[config.mk]
export PLATFORM = sky130hd
export DESIGN_NAME = mycpu_top
export DESIGN_NICKNAME = d
export VERILOG_FILES = /design/src/cpu_pkg.sv /design/src/fetch_stage.sv /design/src/decode_stage.sv /design/src/reg_file.sv /design/src/execute_stage.sv /design/src/mycpu_top.sv
export VERILOG_INCLUDE_DIRS = /design/src /design/src/src
export SDC_FILE = /design/constraint.sdc
export NUM_CORES = 2
export LEC_CHECK = 0
export BUFFER_PORTS_ARGS = -buffer_cell sky130_fd_sc_hd__buf_2
export CORE_MARGIN = 2
export CORE_UTILIZATION = 40
export CTS_BUF_LIST = sky130_fd_sc_hd__clkbuf_8 sky130_fd_sc_hd__clkbuf_16
export DETAILED_ROUTE_END_ITERATION = 12
export PLACE_DENSITY = 0.51
export SYNTH_ARGS = -nofsm -noshare
export SYNTH_HDL_FRONTEND = slang
export SYNTH_SLANG_ARGS = --single-unit
[constraint.sdc]
create_clock -name aclk -period 14.4 [get_ports aclk]
set_clock_uncertainty 0.15 [all_clocks]
set_input_delay 0 -clock aclk [delete_from_list [all_inputs] [get_ports aclk]]
set_output_delay 0 -clock aclk [all_outputs]
set_load 0.01 [all_outputs]
[src/cpu_consts.svh]
/* cpu constants
   widths, reset vector, major opcodes and function codes */
`ifndef CPU_CONSTS_SVH
`define CPU_CONSTS_SVH

`define WORD_W      32
`define REG_IDX_W   5
`define RESET_PC    32'hbfc0_0000

// major opcodes, instr[31:26]
`define OP_SPECIAL  6'b000000
`define OP_ADDIU    6'b001001
`define OP_ORI      6'b001101
`define OP_LUI      6'b001111
`define OP_BEQ      6'b000100
`define OP_BNE      6'b000101

// special function codes, instr[5:0]
`define FN_ADDU     6'b100001
`define FN_SUBU     6'b100011
`define FN_AND      6'b100100
`define FN_OR       6'b100101
`define FN_SLT      6'b101010

`endif

[src/cpu_pkg.sv]
/* cpu types
   word and register index vectors, fsm and alu encodings, stage structs */
`include "cpu_consts.svh"

package cpu_pkg;

    typedef logic [`WORD_W-1:0]    word_t;
    typedef logic [`REG_IDX_W-1:0] reg_idx_t;

    typedef enum logic [2:0] {
        ALU_ADD,
        ALU_SUB,
        ALU_AND,
        ALU_OR,
        ALU_SLT,
        ALU_LUI    // pass the shifted immediate
    } alu_op_e;

    typedef enum logic [1:0] {
        FETCH_ADDR,    // ar phase
        FETCH_DATA,    // r phase, keep the word
        FETCH_DROP     // r phase, discard the word
    } fetch_state_e;

    // fetch to bus
    typedef struct packed {
        logic  arvalid;
        word_t araddr;
        logic  rready;
    } rd_req_t;

    // bus to fetch
    typedef struct packed {
        logic  arready;
        logic  rvalid;
        word_t rdata;
    } rd_rsp_t;

    typedef struct packed {
        logic  valid;
        word_t pc;
        word_t instr;
    } if_id_t;

    typedef struct packed {
        logic     valid;
        word_t    pc;
        alu_op_e  alu_op;
        reg_idx_t rs;
        reg_idx_t rt;
        word_t    rs_val;
        word_t    rt_val;
        word_t    imm;        // already extended
        logic     use_imm;
        logic     is_beq;
        logic     is_bne;
        reg_idx_t dst;
        logic     wr_en;
    } id_exe_t;

    typedef struct packed {
        logic     valid;
        word_t    pc;
        reg_idx_t dst;
        logic     wr_en;
        word_t    result;
    } wb_t;

endpackage

[src/fetch_stage.sv]
/* fetch stage
   pc, single-beat read channel fsm with stale-response drop, if/id register */
`include "cpu_consts.svh"

module fetch_stage
    import cpu_pkg::*;
(
    input  logic    aclk,
    input  logic    rst_n,
    input  logic    redirect,
    input  word_t   redirect_pc,
    output rd_req_t rd_req,
    input  rd_rsp_t rd_rsp,
    output if_id_t  if_id
);
    fetch_state_e state;
    word_t        pc;          // pc of the word in flight
    word_t        req_addr;    // held on ar until accepted
    word_t        next_pc;
    logic         ar_valid;
    logic         r_ready;
    logic         ar_hs;
    logic         r_hs;

    assign rd_req = '{arvalid: ar_valid, araddr: req_addr, rready: r_ready};

    assign ar_hs   = ar_valid & rd_rsp.arready;
    assign r_hs    = r_ready & rd_rsp.rvalid;
    assign next_pc = redirect ? redirect_pc : pc + 32'd4;

    always_ff @(posedge aclk) begin
        if (!rst_n) begin
            state    <= FETCH_ADDR;
            pc       <= `RESET_PC;
            req_addr <= `RESET_PC;
            ar_valid <= 1'b0;
            r_ready  <= 1'b0;
        end else begin
            case (state)
                FETCH_ADDR: begin
                    ar_valid <= ~ar_hs;    // also the first raise after reset
                    r_ready  <= ar_hs;
                    if (redirect) begin
                        pc <= redirect_pc;
                        if (ar_valid) begin
                            state <= FETCH_DROP;    // address already offered
                        end else begin
                            req_addr <= redirect_pc;
                        end
                    end else if (ar_hs) begin
                        state <= FETCH_DATA;
                    end
                end
                FETCH_DATA: begin
                    if (r_hs) begin
                        state    <= FETCH_ADDR;
                        pc       <= next_pc;
                        req_addr <= next_pc;
                        ar_valid <= 1'b1;
                        r_ready  <= 1'b0;
                    end else if (redirect) begin
                        state <= FETCH_DROP;
                        pc    <= redirect_pc;
                    end
                end
                FETCH_DROP: begin
                    if (redirect) begin
                        pc <= redirect_pc;
                    end
                    if (ar_hs) begin
                        ar_valid <= 1'b0;    // stale address taken, wait for its data
                        r_ready  <= 1'b1;
                    end else if (r_hs) begin
                        state    <= FETCH_ADDR;
                        req_addr <= redirect ? redirect_pc : pc;
                        ar_valid <= 1'b1;
                        r_ready  <= 1'b0;
                    end
                end
                default: begin
                    state <= FETCH_ADDR;
                end
            endcase
        end
    end

    // bubble unless a live word arrives this cycle
    always_ff @(posedge aclk) begin
        if_id.pc    <= pc;
        if_id.instr <= rd_rsp.rdata;
        if (!rst_n) begin
            if_id.valid <= 1'b0;
        end else begin
            if_id.valid <= r_hs & (state == FETCH_DATA) & ~redirect;
        end
    end

endmodule

[src/decode_stage.sv]
/* decode stage
   opcode and function decode, immediate extension, id/exe register */
`include "cpu_consts.svh"

module decode_stage
    import cpu_pkg::*;
(
    input  logic     aclk,
    input  logic     rst_n,
    input  logic     squash,
    input  if_id_t   if_id,
    output reg_idx_t rs_idx,
    output reg_idx_t rt_idx,
    input  word_t    rs_val,
    input  word_t    rt_val,
    output id_exe_t  id_exe
);
    word_t    instr;
    logic [5:0] opcode;
    logic [5:0] funct;
    reg_idx_t rd_idx;
    alu_op_e  alu_op;
    word_t    imm;
    logic     use_imm;
    logic     is_beq;
    logic     is_bne;
    reg_idx_t dst;
    logic     wr_en;

    assign instr  = if_id.instr;
    assign opcode = instr[31:26];
    assign funct  = instr[5:0];
    assign rs_idx = instr[25:21];
    assign rt_idx = instr[20:16];
    assign rd_idx = instr[15:11];

    always_comb begin
        alu_op  = ALU_ADD;
        imm     = {{16{instr[15]}}, instr[15:0]};    // sign extend by default
        use_imm = 1'b0;
        is_beq  = 1'b0;
        is_bne  = 1'b0;
        dst     = rt_idx;
        wr_en   = 1'b0;
        case (opcode)
            `OP_SPECIAL: begin
                dst   = rd_idx;
                wr_en = 1'b1;
                case (funct)
                    `FN_ADDU: alu_op = ALU_ADD;
                    `FN_SUBU: alu_op = ALU_SUB;
                    `FN_AND:  alu_op = ALU_AND;
                    `FN_OR:   alu_op = ALU_OR;
                    `FN_SLT:  alu_op = ALU_SLT;
                    default:  wr_en  = 1'b0;    // unsupported, runs as nop
                endcase
            end
            `OP_ADDIU: begin
                use_imm = 1'b1;
                wr_en   = 1'b1;
            end
            `OP_ORI: begin
                alu_op  = ALU_OR;
                imm     = {16'h0000, instr[15:0]};
                use_imm = 1'b1;
                wr_en   = 1'b1;
            end
            `OP_LUI: begin
                alu_op  = ALU_LUI;
                imm     = {instr[15:0], 16'h0000};
                use_imm = 1'b1;
                wr_en   = 1'b1;
            end
            `OP_BEQ: is_beq = 1'b1;
            `OP_BNE: is_bne = 1'b1;
            default: ;
        endcase
    end

    always_ff @(posedge aclk) begin
        id_exe.pc      <= if_id.pc;
        id_exe.alu_op  <= alu_op;
        id_exe.rs      <= rs_idx;
        id_exe.rt      <= rt_idx;
        id_exe.rs_val  <= rs_val;
        id_exe.rt_val  <= rt_val;
        id_exe.imm     <= imm;
        id_exe.use_imm <= use_imm;
        id_exe.is_beq  <= is_beq;
        id_exe.is_bne  <= is_bne;
        id_exe.dst     <= dst;
        id_exe.wr_en   <= wr_en;
        if (!rst_n) begin
            id_exe.valid <= 1'b0;
        end else begin
            id_exe.valid <= if_id.valid & ~squash;    // younger than a taken branch
        end
    end

endmodule

[src/reg_file.sv]
/* register file
   32 words, r0 reads zero, same-cycle write data bypassed to the read ports */
module reg_file
    import cpu_pkg::*;
(
    input  logic     aclk,
    input  logic     rst_n,
    input  reg_idx_t rs_idx,
    input  reg_idx_t rt_idx,
    output word_t    rs_val,
    output word_t    rt_val,
    input  wb_t      wb
);
    localparam int unsigned NUM_REGS = 2 ** $bits(reg_idx_t);

    word_t regs [NUM_REGS];
    logic  wr_hit;

    assign wr_hit = wb.valid & wb.wr_en & (wb.dst != '0);

    function automatic word_t read_port(input reg_idx_t idx);
        if (idx == '0) begin
            return '0;
        end
        if (wr_hit && (wb.dst == idx)) begin
            return wb.result;    // write-through
        end
        return regs[idx];
    endfunction

    always_comb begin
        rs_val = read_port(rs_idx);
        rt_val = read_port(rt_idx);
    end

    always_ff @(posedge aclk) begin
        if (!rst_n) begin
            for (int i = 0; i < NUM_REGS; i++) begin
                regs[i] <= '0;
            end
        end else if (wr_hit) begin
            regs[wb.dst] <= wb.result;
        end
    end

endmodule

[src/execute_stage.sv]
/* execute stage
   operand forwarding from wb, alu, beq/bne resolution, exe/wb register */
`include "cpu_consts.svh"

module execute_stage
    import cpu_pkg::*;
(
    input  logic    aclk,
    input  logic    rst_n,
    input  id_exe_t id_exe,
    output logic    redirect,
    output word_t   redirect_pc,
    output wb_t     wb
);
    logic  fwd_rs;
    logic  fwd_rt;
    word_t op_a;
    word_t op_b;
    word_t src_b;
    word_t alu_res;
    logic  slt;
    logic  is_branch;
    logic  taken;

    // only wb can be ahead of exe
    assign fwd_rs = wb.valid & wb.wr_en & (wb.dst == id_exe.rs) & (id_exe.rs != '0);
    assign fwd_rt = wb.valid & wb.wr_en & (wb.dst == id_exe.rt) & (id_exe.rt != '0);

    assign op_a  = fwd_rs ? wb.result : id_exe.rs_val;
    assign op_b  = fwd_rt ? wb.result : id_exe.rt_val;
    assign src_b = id_exe.use_imm ? id_exe.imm : op_b;
    assign slt   = $signed(op_a) < $signed(src_b);

    always_comb begin
        case (id_exe.alu_op)
            ALU_ADD: alu_res = op_a + src_b;    // wraps, no overflow trap
            ALU_SUB: alu_res = op_a - src_b;
            ALU_AND: alu_res = op_a & src_b;
            ALU_OR:  alu_res = op_a | src_b;
            ALU_SLT: alu_res = {{(`WORD_W - 1){1'b0}}, slt};
            ALU_LUI: alu_res = src_b;
            default: alu_res = '0;
        endcase
    end

    // no delay slot, target relative to the branch itself
    assign is_branch   = id_exe.is_beq | id_exe.is_bne;
    assign taken       = (id_exe.is_beq & (op_a == op_b)) | (id_exe.is_bne & (op_a != op_b));
    assign redirect    = id_exe.valid & taken;
    assign redirect_pc = id_exe.pc + 32'd4 + {id_exe.imm[`WORD_W-3:0], 2'b00};

    always_ff @(posedge aclk) begin
        wb.pc     <= id_exe.pc;
        wb.dst    <= id_exe.dst;
        wb.wr_en  <= id_exe.wr_en & (id_exe.dst != '0);    // r0 writes vanish
        wb.result <= alu_res;
        if (!rst_n) begin
            wb.valid <= 1'b0;
        end else begin
            wb.valid <= id_exe.valid & ~is_branch;
        end
    end

endmodule

[src/mycpu_top.sv]
/* cpu top
   four-stage pipeline with an instruction read channel and golden-trace ports */
module mycpu_top
    import cpu_pkg::*;
(
    input  logic       aclk,
    input  logic       rst_n,
    output word_t      araddr,
    output logic       arvalid,
    input  logic       arready,
    input  word_t      rdata,
    input  logic       rvalid,
    output logic       rready,
    output word_t      debug_wb_pc,
    output word_t      debug_wb_rf_wdata,
    output logic [3:0] debug_wb_rf_wen,
    output reg_idx_t   debug_wb_rf_wnum
);
    rd_req_t  rd_req;
    rd_rsp_t  rd_rsp;
    if_id_t   if_id;
    id_exe_t  id_exe;
    wb_t      wb;
    logic     redirect;      // taken branch in exe
    word_t    redirect_pc;
    reg_idx_t rs_idx;
    reg_idx_t rt_idx;
    word_t    rs_val;
    word_t    rt_val;

    assign rd_rsp  = '{arready: arready, rvalid: rvalid, rdata: rdata};
    assign araddr  = rd_req.araddr;
    assign arvalid = rd_req.arvalid;
    assign rready  = rd_req.rready;

    // golden trace taps the exe/wb register
    assign debug_wb_pc       = wb.pc;
    assign debug_wb_rf_wdata = wb.result;
    assign debug_wb_rf_wen   = (wb.valid && wb.wr_en) ? 4'b1111 : 4'b0000;
    assign debug_wb_rf_wnum  = wb.dst;

    fetch_stage fetch_stage_i (
        .aclk        (aclk),
        .rst_n       (rst_n),
        .redirect    (redirect),
        .redirect_pc (redirect_pc),
        .rd_req      (rd_req),
        .rd_rsp      (rd_rsp),
        .if_id       (if_id)
    );

    decode_stage decode_stage_i (
        .aclk   (aclk),
        .rst_n  (rst_n),
        .squash (redirect),
        .if_id  (if_id),
        .rs_idx (rs_idx),
        .rt_idx (rt_idx),
        .rs_val (rs_val),
        .rt_val (rt_val),
        .id_exe (id_exe)
    );

    reg_file reg_file_i (
        .aclk   (aclk),
        .rst_n  (rst_n),
        .rs_idx (rs_idx),
        .rt_idx (rt_idx),
        .rs_val (rs_val),
        .rt_val (rt_val),
        .wb     (wb)
    );

    execute_stage execute_stage_i (
        .aclk        (aclk),
        .rst_n       (rst_n),
        .id_exe      (id_exe),
        .redirect    (redirect),
        .redirect_pc (redirect_pc),
        .wb          (wb)
    );

endmodule

**Word-level counts from Yosys, hierarchy flattened**

Memory sizes are Yosys's and may differ from the RTL's. A register that Yosys moved wholly into a read port is not among the register bits.
Cells that the tools add are included.

- Bits in registers: 355
- RAM bits: 1024
- Input port bits: 36
- Output and inout port bits: 107
- Memories: 1

- $add $sub $neg: 5
- Equal/unequal tests: 31
- Reduce and logical (&&, ||, !) cells: 20
- Bitwise logic cells: 23
- $lt $le $gt $ge: 1
- Mux-type cells: 59

Memories:

| name | words | width | read ports | clocked after Yosys merged registers in | wr ports | RTL line | source |
|---|---|---|---|---|---|---|---|
| reg_file_i.regs | 32 | 32 | 2 | 2 | 32 | reg_file.sv:16 | `word_t regs [NUM_REGS];` |

Operators with widths:

| operator | count |
|---|---|
| 32-bit two-way mux | 20 |
| 32-bit one-hot mux with 6 select lines | 1 |
| 32-bit one-hot mux with 2 select lines | 2 |
| 32-bit one-hot mux with 3 select lines | 1 |
| 32-bit by 3-bit adder with 32-bit output, second input constant | 2 |
| 32-bit adder | 2 |
| 32-bit AND | 1 |
| 32-bit equality test | 1 |
| 32-bit less-than comparator | 1 |
| 32-bit != test | 1 |
| 32-bit OR | 1 |
| 32-bit OR reduction | 1 |
| 32-bit subtractor | 1 |
| 6-bit equality test, second input constant | 5 |
| 5-bit equality test | 4 |
| 5-bit nonzero test | 4 |
| 1-bit two-way mux | 19 |
| 6-bit by 4-bit equality test with 1-bit output, second input constant | 3 |
| 1-bit AND | 16 |
| 2-bit two-way mux | 7 |
| 6-bit by 3-bit equality test with 1-bit output, second input constant | 2 |
| 3-bit one-hot mux with 4 select lines | 1 |
| 5-bit zero test | 2 |
| 5-bit two-way mux | 2 |
| 27 further kinds | 39 |

**Logic depth before layout (Yosys ltp)**

- Depth in word-level cells: 12
- Mapped depth: 26

**Cells and area by module**

Synthesis repeated with hierarchy kept, for this count alone.

- Cells, all modules: 6262
- Area, all modules: 75688.8 um^2

Modules (own cells, without submodules):

| module | times used | seq. area each (um^2) | area each (um^2) | cells each |
|---|---|---|---|---|
| reg_file | 1 | 30749.5 | 55517.0 | 3942 |
| execute_stage | 1 | 1421.4 | 10288.6 | 1369 |
| fetch_stage | 1 | 2662.6 | 6241.0 | 715 |
| decode_stage | 1 | 3022.9 | 3613.5 | 232 |
| mycpu_top | 1 | 0.0 | 28.8 | 4 |

**Worst setup path after synthesis**

No wires, ideal clock.

- Path kind: reg-to-reg
- From: register execute_stage_i.wb[35] (netlist name)
- To: register execute_stage_i.wb[0] (netlist name)
- Clock period less this slack: 5.917 ns
- Arrival: 5.686 ns
- Cell stages (with the launch flop): 24
- Required time: 14.169 ns
- Library setup time: 0.081 ns
- Path slack: 8.483 ns
- Cell sequence: dfxtp_1 or3_1 buf_2 o311a_1 buf_6 nand2_4 buf_2 buf_1 buf_1 a211oi_1 a21oi_1 inv_1 fa_1 a21oi_1 o21bai_1 a2111oi_0 o31a_1 o311ai_0 a41oi_1 o41ai_1 a221oi_1 nor2_1 or4_1 a41oi_1

- Cells in the longest elaborated chain, start to end: 7

Ends and longest elaborated chain:

| item | RTL line | source |
|---|---|---|
| 5-bit equality test | execute_stage.sv:27 | `assign fwd_rt = wb.valid & wb.wr_en & (wb.dst == id_exe.rt) & (id_exe.rt != '0);` |
| 1-bit AND (2 in a row) | execute_stage.sv:27 |  |
| 32-bit two-way mux | execute_stage.sv:30 | `assign op_b = fwd_rt ? wb.result : id_exe.rt_val;` |
| 32-bit two-way mux | execute_stage.sv:31 | `assign src_b = id_exe.use_imm ? id_exe.imm : op_b;` |
| 32-bit subtractor, or another cell as far along | execute_stage.sv:37 | `ALU_SUB: alu_res = op_a - src_b;` |
| 32-bit one-hot mux with 6 select lines (*) | execute_stage.sv:35 | `case (id_exe.alu_op)` |
| net execute_stage_i.alu_res[0] | execute_stage.sv:20 | `word_t alu_res;` |

The timed path passes the listed nets; every way through them passes the cells marked *.
A chain may end at the register's enable or synchronous reset.

**Final worst setup path**

- From: register execute_stage_i.wb[35] (netlist name)
- To: register execute_stage_i.wb[0] (netlist name)

- Cells in the longest elaborated chain, start to end: 7

Ends and longest elaborated chain:

| item | RTL line |
|---|---|
| 5-bit equality test | execute_stage.sv:27 |
| 1-bit AND (2 in a row) | execute_stage.sv:27 |
| 32-bit two-way mux | execute_stage.sv:30 |
| 32-bit two-way mux | execute_stage.sv:31 |
| 32-bit subtractor, or another cell as far along | execute_stage.sv:37 |
| 32-bit one-hot mux with 6 select lines (*) | execute_stage.sv:35 |
| net execute_stage_i.alu_res[0] | execute_stage.sv:20 |

Marked as above.

==> metrics.csv <==
metric,value,unit
tritoncts,done,
hold_end,fetch_stage_i.state[0],
vdd_ir_drop_max,0.118,mV
grt_setup_unrepaired,false,
clkSlewWorstSetupHoldPaths,60,ps
fin_tns_setup,0,ps
max_slew_margin,6.76,%
dp.cells,8205,
reg2reg_depth,22,
async_reset_ff_share,0,%
cts_made_buffers,157,
io_pins,143,
finalHoldViolations,0,
leakage,29.8,nW
die-area,191000,µm²
synth_cells,6099,
grt_pass1_vias,52300,
core.rowCount,158,
cts_htree_levels,4,
worstHoldPathCells,5,
netlist_area,75000,µm²
via_per_inst,6.22,
worstSetupStartpoint,execute_stage_i.wb[35],
overflow,0,
finalNonFillerCells,8552,
fin_crit_sh,54.0,%
multi_input_area,34100,µm²
hold_class,input port to flip-flop,
grt_use_total,27.2,%
drcViolationCount,0,
synth_area_leaders,"edfxtp_1 (41%), mux4_2 (17%), dfxtp_1 (9.5%)",
cpMostUsedCell,nor2_1,
fin_crit,7770,ps
place_ws,6830,ps
placed_area,77700,µm²
status,completed,
die_y,437,µm
reg2reg_to,execute_stage_i.wb[0],
core,186000,µm²
gp_congestion,0.896,
cts-root-buf,clkbuf_16,
p_per_area,134,nW/µm²
crit_required,15010,ps
ys_types,91,
initial_core_util,40.4,%
cp-start-kind,flip-flop,
cts.sinks,1379,
diodes,0,
worstMarginPinSlew,1390,ps
r2r_start,execute_stage_i.wb[35],
crit_path_top_delay_cell,dfxtp_1,
port_buffers,142,
grt_max_degree,151,
clk_latency,850,ps
ys_ff_latch,1379,
r2r_setup_slack,6630,ps
grt_pass1_wl,382000,µm
vias,53200,
setup-violations-final,0,
fmax,129,MHz
yosys.area.top_type,edfxtp_1,
antenna_found_initial,1,
syn_area_per_cell,12.3,µm²
crit_type,flip-flop to flip-flop,
cts_setup_buffers,0,
crit_chain,or3_4 -> buf_4 -> o31ai_4 -> buf_4 -> nor3_4 -> nor2_1 -> a21oi_1 -> nor2_1 -> a21oi_1 -> inv_1 -> ha_1 -> nand2b_1 -> nand2_1 -> a2111oi_0 -> o31a_1 -> o311ai_0 -> a41oi_1 -> o41ai_1 -> a221oi_1 -> nor2_1 -> or4_1 -> a41oi_1,
clock_path_buffers,3,
cp-end-kind,flip-flop,
wl_per_cell,30.9,µm
synthFlopType,edfxtp_1,
crit_path_max_fanout,69,
drive_gt1_share,19.6,%
timing.final.ws_setup,6630,ps
hp-start,arready,
cp_data_arrival_time,8380,ps
finalPower,11.2,mW
ctsResizeCount,0,
ys_warn_count,0,
synth-edff-count,1024,
design_area,83300,µm²
cp_slowest_stage_delay,810,ps
drv_cap,0,
fin_nets,6158,
place_hpwl,169000,µm
drtIter0Drc,5725,
drv_slew,0,
fill_cells,16900,
die-width,437,µm
firstDrtPassIters,6,
layout-area-overhead-vs-synth,11.1,%
synth_top_area_share,41.0,%
drt-total-wl,264000,µm
yosysSeqAreaShare,50.5,%
seq_area,37900,µm²
ant_nets,0,
-- cell families after synthesis --
kind of cell	share of synthesized area, %
AOI/OAI and AO/OA	8.93
xor gates and xnor gates	0.924
adders and majority gates	2.85
buffers and inverters	4.88
DFF	50.5
muxes	19.3
other	0.00500
and+or+nand+nor	12.6
-- where the power goes --
part	switching [mW]	internal [mW]	leakage [nW]	total, mW
registers	0.263	4.49	13.5	4.75
logic	1.71	0.789	13.8	2.50
clock network	1.74	2.17	2.56	3.90
total	3.71	7.44	29.8	11.2
-- per-stage QoR --
| stage | util [%] | hold slack [ps] |
|---|---|---|
| after floorplan | - | -122 |
| after global placement | 41.8 | -47.1 |
| after detailed placement | 41.8 | -46.2 |
| after CTS | 44.8 | 18.0 |
| after global routing | 44.8 | 97.2 |
| final | 44.8 | 85.7 |
-- final cells by class --
class | count | share of cell area, %
clock buffer | 170 | 4.97
clock inverter | 108 | 0.949
inverter | 187 | 0.845
tap | 2480 | 3.72
multi-input combinational | 3868 | 40.9
sequential | 1379 | 45.5
timing repair buffer | 360 | 3.13
-- how the worst max path moves through the flow --
stage	endpoint	cells past startpoint
after global placement	execute_stage_i.wb[0]	22
final	execute_stage_i.wb[0]	22
after detailed placement	execute_stage_i.wb[0]	22
after floorplan	execute_stage_i.wb[0]	23
after CTS	execute_stage_i.wb[0]	22
after global routing	execute_stage_i.wb[30]	21
-- cell usage after synthesis, types with 44 or more instances --
master and count:
a21oi_1 233, mux4_2 562, a221oi_1 44, a21o_1 63, ha_1 166, dfxtp_1 355, buf_4 76, o22ai_1 62
clkbuf_1 523, nor2_1 325, inv_1 183, buf_1 69, mux2i_1 138, nor3_1 673, xnor2_1 54, nand2_1 176
a211oi_1 73, edfxtp_1 1024, and2_1 385, o21ai_0 214, nand3_1 57, nor4_1 44
-- registers in the layout, summed over array words and instances, names as in the netlist, named ones only --
register,cells
fetch_stage_i.r_ready,1
decode_stage_i.id_exe,151
fetch_stage_i.pc,30
fetch_stage_i.state,2
reg_file_i.regs,1024
fetch_stage_i.if_id,65
execute_stage_i.wb,71
fetch_stage_i.ar_valid,1
fetch_stage_i.req_addr,32
-- layout by cell type, fill, tap and decap left out, types with 69 or more instances in the layout --
master / count
a211oi_1: 73
a21oi_1: 233
and2_1: 385
buf_2: 141
buf_4: 143
clkbuf_16: 160
dfxtp_1: 343
dlygate4sd3_1: 69
edfxtp_1: 1024
ha_1: 166
inv_1: 226
mux2i_1: 138
mux4_2: 562
nand2_1: 173
nor2_1: 323
nor3_1: 668
o21ai_0: 183
-- per-layer routing --
layer	vias to the layer above	global-route usage, %	share of wire [%]	wire (µm)
met5	-	0	0	0
met1	27500	37.2	42	110000
met2	2256	44.4	48	126000
li1	23000	-	-	-
met3	404	4.00	7.0	18500
met4	0	9.27	3.5	9370
-- what timing repair did --
item / 4_1_cts / 5_1_grt
hold endpoints to repair: 84 / 0
endpoints found under the setup margin: 0 / 0
hold buffers: 69 / 0
-- worst max-delay path, delay by kind of cell, from the launching register on --
family / cells / cell delay [ps]
compound gates: 10 / 3340
fa+ha+maj: 1 / 470
buf+inv: 3 / 1170
flops: 1 / 810
simple gates: 8 / 1720
Note: power is estimated with default switching activity, not from simulation.
